[src/design/rv_pkg.sv]
// rv_pkg
// Shared types and constants for the RV32I decode/execute slice.
// Holds the ALU and operand-select encodings, the instruction-format
// views and the packet that travels through the dispatch queue.

package rv_pkg;

    localparam int XLEN = 32;

    // opcodes of the kept instruction classes
    localparam logic [6:0] OPC_OP     = 7'b0110011;
    localparam logic [6:0] OPC_OP_IMM = 7'b0010011;
    localparam logic [6:0] OPC_LUI    = 7'b0110111;
    localparam logic [6:0] OPC_AUIPC  = 7'b0010111;
    localparam logic [6:0] OPC_SYSTEM = 7'b1110011;

    localparam logic [6:0]  F7_BASE  = 7'b0000000;
    localparam logic [6:0]  F7_ALT   = 7'b0100000;  // sub / sra
    localparam logic [31:0] WFI_WORD = 32'h1050_0073;

    typedef enum logic [3:0] {
        ALU_ADD  = 4'h0,
        ALU_SUB  = 4'h1,
        ALU_SLT  = 4'h2,
        ALU_SLTU = 4'h3,
        ALU_AND  = 4'h4,
        ALU_OR   = 4'h5,
        ALU_XOR  = 4'h6,
        ALU_SLL  = 4'h7,
        ALU_SRL  = 4'h8,
        ALU_SRA  = 4'h9
    } alu_func_t;

    typedef enum logic [1:0] {
        OPA_IS_RS1  = 2'h0,
        OPA_IS_PC   = 2'h1,
        OPA_IS_ZERO = 2'h2
    } opa_sel_t;

    // immediate already resolved by decode, so one imm choice is enough
    typedef enum logic {
        OPB_IS_RS2 = 1'b0,
        OPB_IS_IMM = 1'b1
    } opb_sel_t;

    ////////////////////////////////////////////////////////////////////////////
    // instruction format views
    ////////////////////////////////////////////////////////////////////////////
    typedef union packed {
        struct packed {
            logic [6:0] funct7;
            logic [4:0] rs2;
            logic [4:0] rs1;
            logic [2:0] funct3;
            logic [4:0] rd;
            logic [6:0] opcode;
        } r;
        struct packed {
            logic [11:0] imm;
            logic [4:0]  rs1;
            logic [2:0]  funct3;
            logic [4:0]  rd;
            logic [6:0]  opcode;
        } i;
        struct packed {
            logic [6:0] imm_hi;
            logic [4:0] rs2;
            logic [4:0] rs1;
            logic [2:0] funct3;
            logic [4:0] imm_lo;
            logic [6:0] opcode;
        } s;
        struct packed {
            logic       imm12;
            logic [5:0] imm10_5;
            logic [4:0] rs2;
            logic [4:0] rs1;
            logic [2:0] funct3;
            logic [3:0] imm4_1;
            logic       imm11;
            logic [6:0] opcode;
        } b;
        struct packed {
            logic [19:0] imm;
            logic [4:0]  rd;
            logic [6:0]  opcode;
        } u;
        struct packed {
            logic       imm20;
            logic [9:0] imm10_1;
            logic       imm11;
            logic [7:0] imm19_12;
            logic [4:0] rd;
            logic [6:0] opcode;
        } j;
    } inst_t;

    typedef struct packed {
        logic [XLEN-1:0] pc;
        logic [4:0]      rs1;
        logic [4:0]      rs2;
        logic [4:0]      rd;
        logic            has_dest;
        opa_sel_t        opa_select;
        opb_sel_t        opb_select;
        alu_func_t       alu_func;
        logic [XLEN-1:0] imm;
        logic            halt;
    } dispatch_pkt_t;

endpackage

[src/design/dispatch_if.sv]
// dispatch_if
// Push and pop sides of the dispatch queue between decode and execute.

`timescale 1ns/100ps

interface dispatch_if;

    logic                  push;         // one-cycle strobe from decode
    rv_pkg::dispatch_pkt_t push_pkt;
    logic                  almost_full;  // at most one free slot
    logic                  pop;          // only while empty is low
    rv_pkg::dispatch_pkt_t pop_pkt;      // head entry, combinational
    logic                  empty;

    modport producer (output push, push_pkt, input almost_full);

    modport queue (input push, push_pkt, pop, output almost_full, pop_pkt, empty);

    modport consumer (output pop, input pop_pkt, empty);

endinterface

[src/design/rv_decode.sv]
// rv_decode
// Instruction decode for the kept RV32I subset. Matches opcode, funct3
// and funct7, resolves the immediate and registers one dispatch packet,
// which is pushed into the queue on the following edge. Illegal words
// raise a one-cycle flag and are dropped.

`timescale 1ns/100ps

module rv_decode (
    input  logic          clock,
    input  logic          arst_n,
    input  logic          inst_valid,
    input  rv_pkg::inst_t inst,
    input  logic [31:0]   pc,
    output logic          illegal,
    dispatch_if.producer  dq
);

    rv_pkg::dispatch_pkt_t dec_pkt;
    logic                  dec_illegal;
    logic                  accept;
    rv_pkg::dispatch_pkt_t pkt_q;
    logic                  push_q;
    logic                  illegal_q;

    assign accept = inst_valid & ~dq.almost_full;

    ////////////////////////////////////////////////////////////////////////////
    // field decode
    ////////////////////////////////////////////////////////////////////////////
    always_comb begin
        // defaults form a nop
        dec_pkt            = '0;
        dec_pkt.pc         = pc;
        dec_pkt.rs1        = inst.r.rs1;
        dec_pkt.rs2        = inst.r.rs2;
        dec_pkt.rd         = inst.r.rd;
        dec_pkt.opa_select = rv_pkg::OPA_IS_RS1;
        dec_pkt.opb_select = rv_pkg::OPB_IS_RS2;
        dec_pkt.alu_func   = rv_pkg::ALU_ADD;
        dec_illegal        = 1'b0;

        case (inst.r.opcode)
            rv_pkg::OPC_LUI, rv_pkg::OPC_AUIPC: begin
                dec_pkt.has_dest   = 1'b1;
                dec_pkt.opa_select = (inst.r.opcode == rv_pkg::OPC_LUI) ?
                                     rv_pkg::OPA_IS_ZERO : rv_pkg::OPA_IS_PC;
                dec_pkt.opb_select = rv_pkg::OPB_IS_IMM;
                dec_pkt.imm        = {inst.u.imm, 12'h000};   // upper imm
            end
            rv_pkg::OPC_OP_IMM: begin
                dec_pkt.has_dest   = 1'b1;
                dec_pkt.opb_select = rv_pkg::OPB_IS_IMM;
                dec_pkt.imm        = {{20{inst.i.imm[11]}}, inst.i.imm};
                case (inst.r.funct3)
                    3'b000: dec_pkt.alu_func = rv_pkg::ALU_ADD;
                    3'b010: dec_pkt.alu_func = rv_pkg::ALU_SLT;
                    3'b011: dec_pkt.alu_func = rv_pkg::ALU_SLTU;
                    3'b100: dec_pkt.alu_func = rv_pkg::ALU_XOR;
                    3'b110: dec_pkt.alu_func = rv_pkg::ALU_OR;
                    3'b111: dec_pkt.alu_func = rv_pkg::ALU_AND;
                    3'b001: begin
                        dec_pkt.alu_func = rv_pkg::ALU_SLL;
                        dec_pkt.imm      = {27'b0, inst.i.imm[4:0]};   // shamt
                        dec_illegal      = (inst.r.funct7 != rv_pkg::F7_BASE);
                    end
                    default: begin                                    // srli / srai
                        dec_pkt.imm = {27'b0, inst.i.imm[4:0]};
                        if (inst.r.funct7 == rv_pkg::F7_BASE)
                            dec_pkt.alu_func = rv_pkg::ALU_SRL;
                        else if (inst.r.funct7 == rv_pkg::F7_ALT)
                            dec_pkt.alu_func = rv_pkg::ALU_SRA;
                        else
                            dec_illegal = 1'b1;
                    end
                endcase
            end
            rv_pkg::OPC_OP: begin
                dec_pkt.has_dest = 1'b1;
                if (inst.r.funct7 == rv_pkg::F7_BASE) begin
                    case (inst.r.funct3)
                        3'b000:  dec_pkt.alu_func = rv_pkg::ALU_ADD;
                        3'b001:  dec_pkt.alu_func = rv_pkg::ALU_SLL;
                        3'b010:  dec_pkt.alu_func = rv_pkg::ALU_SLT;
                        3'b011:  dec_pkt.alu_func = rv_pkg::ALU_SLTU;
                        3'b100:  dec_pkt.alu_func = rv_pkg::ALU_XOR;
                        3'b101:  dec_pkt.alu_func = rv_pkg::ALU_SRL;
                        3'b110:  dec_pkt.alu_func = rv_pkg::ALU_OR;
                        default: dec_pkt.alu_func = rv_pkg::ALU_AND;
                    endcase
                end else if (inst.r.funct7 == rv_pkg::F7_ALT && inst.r.funct3 == 3'b000) begin
                    dec_pkt.alu_func = rv_pkg::ALU_SUB;
                end else if (inst.r.funct7 == rv_pkg::F7_ALT && inst.r.funct3 == 3'b101) begin
                    dec_pkt.alu_func = rv_pkg::ALU_SRA;
                end else begin
                    dec_illegal = 1'b1;   // mul/div and friends land here
                end
            end
            rv_pkg::OPC_SYSTEM: begin
                if (inst == rv_pkg::WFI_WORD)
                    dec_pkt.halt = 1'b1;
                else
                    dec_illegal = 1'b1;   // csr ops not supported
            end
            default: dec_illegal = 1'b1;
        endcase
    end

    ////////////////////////////////////////////////////////////////////////////
    // output register
    ////////////////////////////////////////////////////////////////////////////
    always_ff @(posedge clock or negedge arst_n) begin
        if (!arst_n) begin
            push_q    <= 1'b0;
            illegal_q <= 1'b0;
        end else begin
            push_q    <= accept & ~dec_illegal;
            illegal_q <= accept & dec_illegal;
        end
    end

    always_ff @(posedge clock) begin
        if (accept) pkt_q <= dec_pkt;
    end

    assign dq.push     = push_q;
    assign dq.push_pkt = pkt_q;
    assign illegal     = illegal_q;

    // a stalled word is held by the source until decode takes it
    a_hold_on_stall: assert property (@(posedge clock) disable iff (!arst_n)
        inst_valid && dq.almost_full |=> $stable(inst) && $stable(pc));

endmodule

[src/design/dispatch_fifo.sv]
// dispatch_fifo
// Circular queue of dispatch packets between decode and execute.
// DEPTH must be a power of two; pointers wrap on their own.

`timescale 1ns/100ps

module dispatch_fifo #(
    parameter int DEPTH = 8
) (
    input  logic      clock,
    input  logic      arst_n,
    dispatch_if.queue dq
);

    localparam int           AW         = $clog2(DEPTH);
    localparam logic [AW:0]  FULL_LEVEL = (AW+1)'(DEPTH);
    localparam logic [AW:0]  AF_LEVEL   = (AW+1)'(DEPTH - 1);

    rv_pkg::dispatch_pkt_t mem [DEPTH];
    logic [AW-1:0]         wr_ptr;
    logic [AW-1:0]         rd_ptr;
    logic [AW:0]           count;

    always_ff @(posedge clock) begin
        if (dq.push) mem[wr_ptr] <= dq.push_pkt;
    end

    always_ff @(posedge clock or negedge arst_n) begin
        if (!arst_n) begin
            wr_ptr <= '0;
            rd_ptr <= '0;
            count  <= '0;
        end else begin
            if (dq.push) wr_ptr <= wr_ptr + 1'b1;
            if (dq.pop)  rd_ptr <= rd_ptr + 1'b1;
            case ({dq.push, dq.pop})
                2'b10:   count <= count + 1'b1;
                2'b01:   count <= count - 1'b1;
                default: count <= count;        // both or neither
            endcase
        end
    end

    assign dq.empty       = (count == '0);
    assign dq.almost_full = (count >= AF_LEVEL);   // room for the decode register
    assign dq.pop_pkt     = mem[rd_ptr];

    a_no_push_full: assert property (@(posedge clock) disable iff (!arst_n)
        dq.push |-> count != FULL_LEVEL);

    a_no_pop_empty: assert property (@(posedge clock) disable iff (!arst_n)
        dq.pop |-> !dq.empty);

endmodule

[src/design/rv_execute.sv]
// rv_execute
// In-order execute stage. Pops the head packet, reads rs1/rs2 from the
// architectural register file, runs the ALU and writes rd back.
// The writeback is also registered out for reporting. A halt packet
// stops all further pops.

`timescale 1ns/100ps

module rv_execute (
    input  logic                    clock,
    input  logic                    arst_n,
    input  logic                    ex_hold,
    output logic                    wb_valid,
    output logic [4:0]              wb_rd,
    output logic [rv_pkg::XLEN-1:0] wb_data,
    output logic                    halted,
    dispatch_if.consumer            dq
);

    rv_pkg::dispatch_pkt_t   pkt;
    logic [rv_pkg::XLEN-1:0] regs [32];
    logic [rv_pkg::XLEN-1:0] rs1_val;
    logic [rv_pkg::XLEN-1:0] rs2_val;
    logic [rv_pkg::XLEN-1:0] opa;
    logic [rv_pkg::XLEN-1:0] opb;
    logic [rv_pkg::XLEN-1:0] result;
    logic [4:0]              shamt;

    assign pkt    = dq.pop_pkt;
    assign dq.pop = ~dq.empty & ~ex_hold & ~halted;

    // x0 reads as zero
    assign rs1_val = (pkt.rs1 == 5'd0) ? '0 : regs[pkt.rs1];
    assign rs2_val = (pkt.rs2 == 5'd0) ? '0 : regs[pkt.rs2];

    ////////////////////////////////////////////////////////////////////////////
    // operand select and ALU
    ////////////////////////////////////////////////////////////////////////////
    always_comb begin
        case (pkt.opa_select)
            rv_pkg::OPA_IS_RS1: opa = rs1_val;
            rv_pkg::OPA_IS_PC:  opa = pkt.pc;
            default:            opa = '0;     // lui
        endcase
    end

    assign opb   = (pkt.opb_select == rv_pkg::OPB_IS_IMM) ? pkt.imm : rs2_val;
    assign shamt = opb[4:0];

    always_comb begin
        case (pkt.alu_func)
            rv_pkg::ALU_SUB:  result = opa - opb;
            rv_pkg::ALU_SLT:  result = {31'b0, $signed(opa) < $signed(opb)};
            rv_pkg::ALU_SLTU: result = {31'b0, opa < opb};
            rv_pkg::ALU_AND:  result = opa & opb;
            rv_pkg::ALU_OR:   result = opa | opb;
            rv_pkg::ALU_XOR:  result = opa ^ opb;
            rv_pkg::ALU_SLL:  result = opa << shamt;
            rv_pkg::ALU_SRL:  result = opa >> shamt;
            rv_pkg::ALU_SRA:  result = $unsigned($signed(opa) >>> shamt);
            default:          result = opa + opb;
        endcase
    end

    ////////////////////////////////////////////////////////////////////////////
    // register file and writeback
    ////////////////////////////////////////////////////////////////////////////
    always_ff @(posedge clock or negedge arst_n) begin
        if (!arst_n) begin
            for (int i = 0; i < 32; i++) regs[i] <= '0;
        end else if (dq.pop && pkt.has_dest && pkt.rd != 5'd0) begin
            regs[pkt.rd] <= result;
        end
    end

    always_ff @(posedge clock or negedge arst_n) begin
        if (!arst_n) begin
            wb_valid <= 1'b0;
            halted   <= 1'b0;
        end else begin
            wb_valid <= dq.pop & pkt.has_dest;
            if (dq.pop && pkt.halt) halted <= 1'b1;   // sticky until reset
        end
    end

    always_ff @(posedge clock) begin
        if (dq.pop) begin
            wb_rd   <= pkt.rd;
            wb_data <= result;
        end
    end

    // nothing retires once the halt has been seen
    a_quiet_after_halt: assert property (@(posedge clock) disable iff (!arst_n)
        halted |-> !wb_valid);

endmodule

[src/design/rv_id_ex.sv]
// rv_id_ex
// Decode/execute slice of an in-order RV32I pipeline. Decode feeds a
// dispatch queue which execute drains in order.

`timescale 1ns/100ps

module rv_id_ex #(
    parameter int FIFO_DEPTH = 8
) (
    input  logic        clock,
    input  logic        arst_n,
    input  logic        inst_valid,
    input  logic [31:0] inst,
    input  logic [31:0] pc,
    input  logic        ex_hold,
    output logic        inst_stall,
    output logic        illegal,
    output logic        wb_valid,
    output logic [4:0]  wb_rd,
    output logic [31:0] wb_data,
    output logic        halted
);

    dispatch_if dq ();

    assign inst_stall = dq.almost_full;   // source holds its word while high

    rv_decode u_decode (
        .clock      (clock),
        .arst_n     (arst_n),
        .inst_valid (inst_valid),
        .inst       (inst),
        .pc         (pc),
        .illegal    (illegal),
        .dq         (dq.producer)
    );

    dispatch_fifo #(.DEPTH(FIFO_DEPTH)) u_fifo (
        .clock  (clock),
        .arst_n (arst_n),
        .dq     (dq.queue)
    );

    rv_execute u_execute (
        .clock    (clock),
        .arst_n   (arst_n),
        .ex_hold  (ex_hold),
        .wb_valid (wb_valid),
        .wb_rd    (wb_rd),
        .wb_data  (wb_data),
        .halted   (halted),
        .dq       (dq.consumer)
    );

endmodule

[config.mk]
export PLATFORM = sky130hd
export DESIGN_NAME = rv_id_ex
export DESIGN_NICKNAME = d
export VERILOG_FILES = /design/src/design/rv_pkg.sv /design/src/design/dispatch_if.sv /design/src/design/rv_decode.sv /design/src/design/dispatch_fifo.sv /design/src/design/rv_execute.sv /design/src/design/rv_id_ex.sv
export SDC_FILE = /design/constraint.sdc
export NUM_CORES = 2
export LEC_CHECK = 0
export ABC_AREA = 1
export BUFFER_PORTS_ARGS = -buffer_cell sky130_fd_sc_hd__buf_4
export CAP_MARGIN = 25
export CORE_ASPECT_RATIO = 1.75
export CORE_MARGIN = 3
export CORE_UTILIZATION = 30
export CTS_CLUSTER_SIZE = 10
export DETAILED_ROUTE_END_ITERATION = 16
export PLACE_DENSITY = 0.53
export SYNTH_ARGS = -nofsm -noshare
export SYNTH_HDL_FRONTEND = slang
export SYNTH_SLANG_ARGS = --single-unit
export TNS_END_PERCENT = 100
[constraint.sdc]
create_clock -name clock -period 6.1 [get_ports clock]
set_clock_uncertainty 0.15 [all_clocks]
set_input_delay 1.525 -clock clock [delete_from_list [all_inputs] [get_ports clock]]
set_output_delay 1.525 -clock clock [all_outputs]
set_load 0.05 [all_outputs]
==> impl_metrics.ini <==
[global_route]
grt_pass1_wl_um = 726000
overflow = 0
track_usage_pct = 29.0
first_global_vias = 98400
grt_max_degree = 140
antenna_found_initial = 16

[final_layout]
fin_area_sq_um = 125000
multi_input_comb_area_sq_um = 46000
syn_to_final_growth_pct = 23.2
fillCellCount = 34600
final_common_cell = nand2_1
nNetsFinal = 13800
final_cell_mix = 5442 x nand2_1, 2062 x nand3_1, 1078 x buf_4, 1035 x dfrtp_1, 829 x edfxtp_1
register_area_sq_um = 50900
drive_gt1_share_pct = 15.6

[place]
dp_slack_ps = -1010
place_area_sq_um = 115000
portBuffers = 108
routabilityCongestion = 1.01
dp_hpwl_um = 342000

[sta]
fmax_ghz = 0.155
finalWorstSetupSlack_ps = -353
hold_slack_ps = 235
rsz0062_at_grt = true
finalHoldViolCount = 0
fin_crit_sh_pct = 106
tns_ps = -48280
finalSetupViolations = 405
worstMarginPinSlew_ps = 1140
maxSlewViolCount = 0
layout_min_cycle_time_ps = 6450
relSlewSlack_pct = 24.1

[yosys]
syn_nets = 13200
async_flop_share_pct = 55.6
synth_cell_types = 68
synthCells = 13000
syn_area_sq_um = 101000
synthFlopType = dfrtp_1
synth-edff-count = 829
ys_seq_area_share_pct = 50.1
postSynthAreaPerCell_sq_um = 7.78
ys_warn_count = 0
ys_seq_elements = 1867

[status]
violations = setup timing
status = finished with violations

[critical_path]
cp-end-kind = flop
r2r_end = u_execute.regs[157]$_DFFE_PN0P_
rr_worst_depth = 38
slowest_stage = dfrtp_4
rrSetupSlack_ps = -350
startpoint_type = flop
crit_required_ps = 6730
crit_path_start = u_fifo.rd_ptr[0]$_DFFE_PN0P_
cp.arrival_ps = 7080
cp_max_fo = 8
slowest_delay_ps = 580
r2r_start = u_fifo.rd_ptr[0]$_DFFE_PN0P_
critical_path_class = reg -> reg

[detailed_routing]
drc = 0
routedWlPerCell_um = 29.1
drt_iter0_drc = 12100
vias = 103000
drt-pass1-iter-count = 9
ant_nets = 0
drt_wl_total_um = 527000
routed_via_density = 5.66

[clock_tree]
htree_levels = 4
cts_inserted_buffers = 215
clk_latency_ps = 970
cts.sinks = 1867
cts_buffer_depth = 4
root_buffer = clkbuf_16
cts_tree = built
path_clk_slew_ps = 60

[floorplan]
initial_core_util_pct = 30.2
die_area_sq_um = 345000
die_h_um = 775
num_io_pins = 109
fp-row-count = 281
die_w_um = 446
core_sq_um = 336000

[hold_path]
min_delay_path_depth = 0
min_to = u_execute.regs[1004]$_DFFE_PN0P_
hold_path_startpoint = u_execute.regs[1004]$_DFFE_PN0P_
holdCritPathClass = reg -> reg

[flow_run]
maxCapViolCount = 0
-- routing by layer --
metal	global-route usage [%]	up-vias	part of all wire, %
li1	-	44500	-
met1	30.6	49700	33
met2	47.8	6073	47
met3	5.67	2245	8.4
met4	28.5	8	12
met5	0	-	0.0099
-- worst max-delay path, delay by kind of cell (launching register included) --
kind                       cells  cell delay [ps]
AOI/OAI and AO/OA              9             1500
xor gates and xnor gates       1              170
adders and majority gates      1              140
buffers and inverters         11             1880
DFF                            1              580
and+or+nand+nor               16             1730
-- sequential cells by signal, indices dropped and copies added (netlist names) --
| register | cells |
|---|---|
| u_decode.illegal | 1 |
| u_decode.dq.push_pkt | 88 |
| u_fifo.wr_ptr | 3 |
| u_fifo.mem | 704 |
| u_execute.regs | 1024 |
| u_fifo.count | 4 |
| u_execute.wb_data | 32 |
| u_decode.dq.push | 1 |
| u_execute.wb_rd | 5 |
| u_execute.wb_valid | 1 |
| u_fifo.rd_ptr | 3 |
| u_execute.halted | 1 |
-- layout make-up --
cell class / instances / share of cell area, %
Timing Repair inverter: 2 / 0.0160
Inverter: 481 / 1.49
Timing Repair Buffer: 1427 / 11.9
Sequential cell: 1867 / 40.7
Clock buffer: 281 / 4.57
Multi-Input combinational cell: 9651 / 36.8
Tap cell: 4386 / 4.39
Antenna cell: 15 / 0.0300
Clock inverter: 9 / 0.107
-- cell usage after synthesis (6+ instances only) --
library cell | instances | area [sq um]
a21boi_0 | 13 | 97.6
dfrtp_1 | 1038 | 26000
buf_4 | 66 | 495
nand4_1 | 23 | 144
buf_2 | 356 | 1780
ha_1 | 102 | 1280
o31ai_1 | 7 | 52.6
nor2_2 | 6 | 37.5
xor2_1 | 27 | 236
a31oi_1 | 37 | 231
nand2_2 | 9 | 56.3
edfxtp_1 | 829 | 24900
nor3_2 | 9 | 90.1
nand3_1 | 2111 | 10600
o21a_1 | 15 | 113
o21ai_2 | 7 | 61.3
inv_2 | 55 | 206
clkbuf_1 | 497 | 1870
or2_2 | 9 | 56.3
nor2_1 | 318 | 1190
nor3_1 | 39 | 195
a32oi_1 | 14 | 123
nand3_2 | 6 | 60.1
a211oi_1 | 6 | 45.0
o221ai_1 | 14 | 123
o21ai_1 | 74 | 370
buf_1 | 113 | 424
o211ai_1 | 132 | 991
a21oi_1 | 530 | 2650
o22ai_1 | 44 | 275
buf_6 | 9 | 101
a22oi_1 | 38 | 285
a32o_1 | 213 | 2130
inv_1 | 424 | 1590
o21ai_0 | 235 | 1180
nor4_1 | 7 | 43.8
nand2_1 | 5542 | 20800
-- how the worst max path moves through the flow --
stage	to	depth (start not counted)	slack, ps
after global routing	u_execute.regs[765]$_DFFE_PN0P_	39	-500
after floorplan	u_decode.dq.push$_DFF_PN0_	4	100
final	u_execute.regs[157]$_DFFE_PN0P_	38	-350
after detailed placement	u_execute.regs[831]$_DFFE_PN0P_	43	-1010
after global placement	u_execute.wb_data[17]$_DFFE_PP_	36	-1030
after CTS	u_execute.regs[950]$_DFFE_PN0P_	42	-290
-- stage by stage --
step | instances | util [%]
2_1_floorplan | 13000 | -
3_3_place_gp | 17700 | 34.1
3_5_place_dp | 17700 | 34.1
4_1_cts | 18000 | 36.3
5_1_grt | 18100 | 37.2
6_report | 18100 | 37.2
-- cells by family after synthesis --
kind of cell             after synthesis  share of synthesized area, %
AND/OR/NAND/NOR                     8096                          32.9
flip-flops                          1867                          50.1
AO/OA/AOI/OAI                       1420                          8.98
multiplexers                           1                       0.00987
adder cells (fa/ha/maj)              105                          1.32
buffers and inverters               1522                          6.38
XOR/XNOR                              29                         0.250
-- what timing repair did --
action | CTS | global route
buffers inserted | 19 | 87
setup endpoints to repair | 1024 | 1011
pin swaps | 21 | 107
hold buffers | 0 | 0
resized for setup | 209 | 398
cloned | 14 | 35
Power is left out: the tool's default activity adds up to more than one toggle a clock period on the data nets, which glitch-free logic cannot reach.
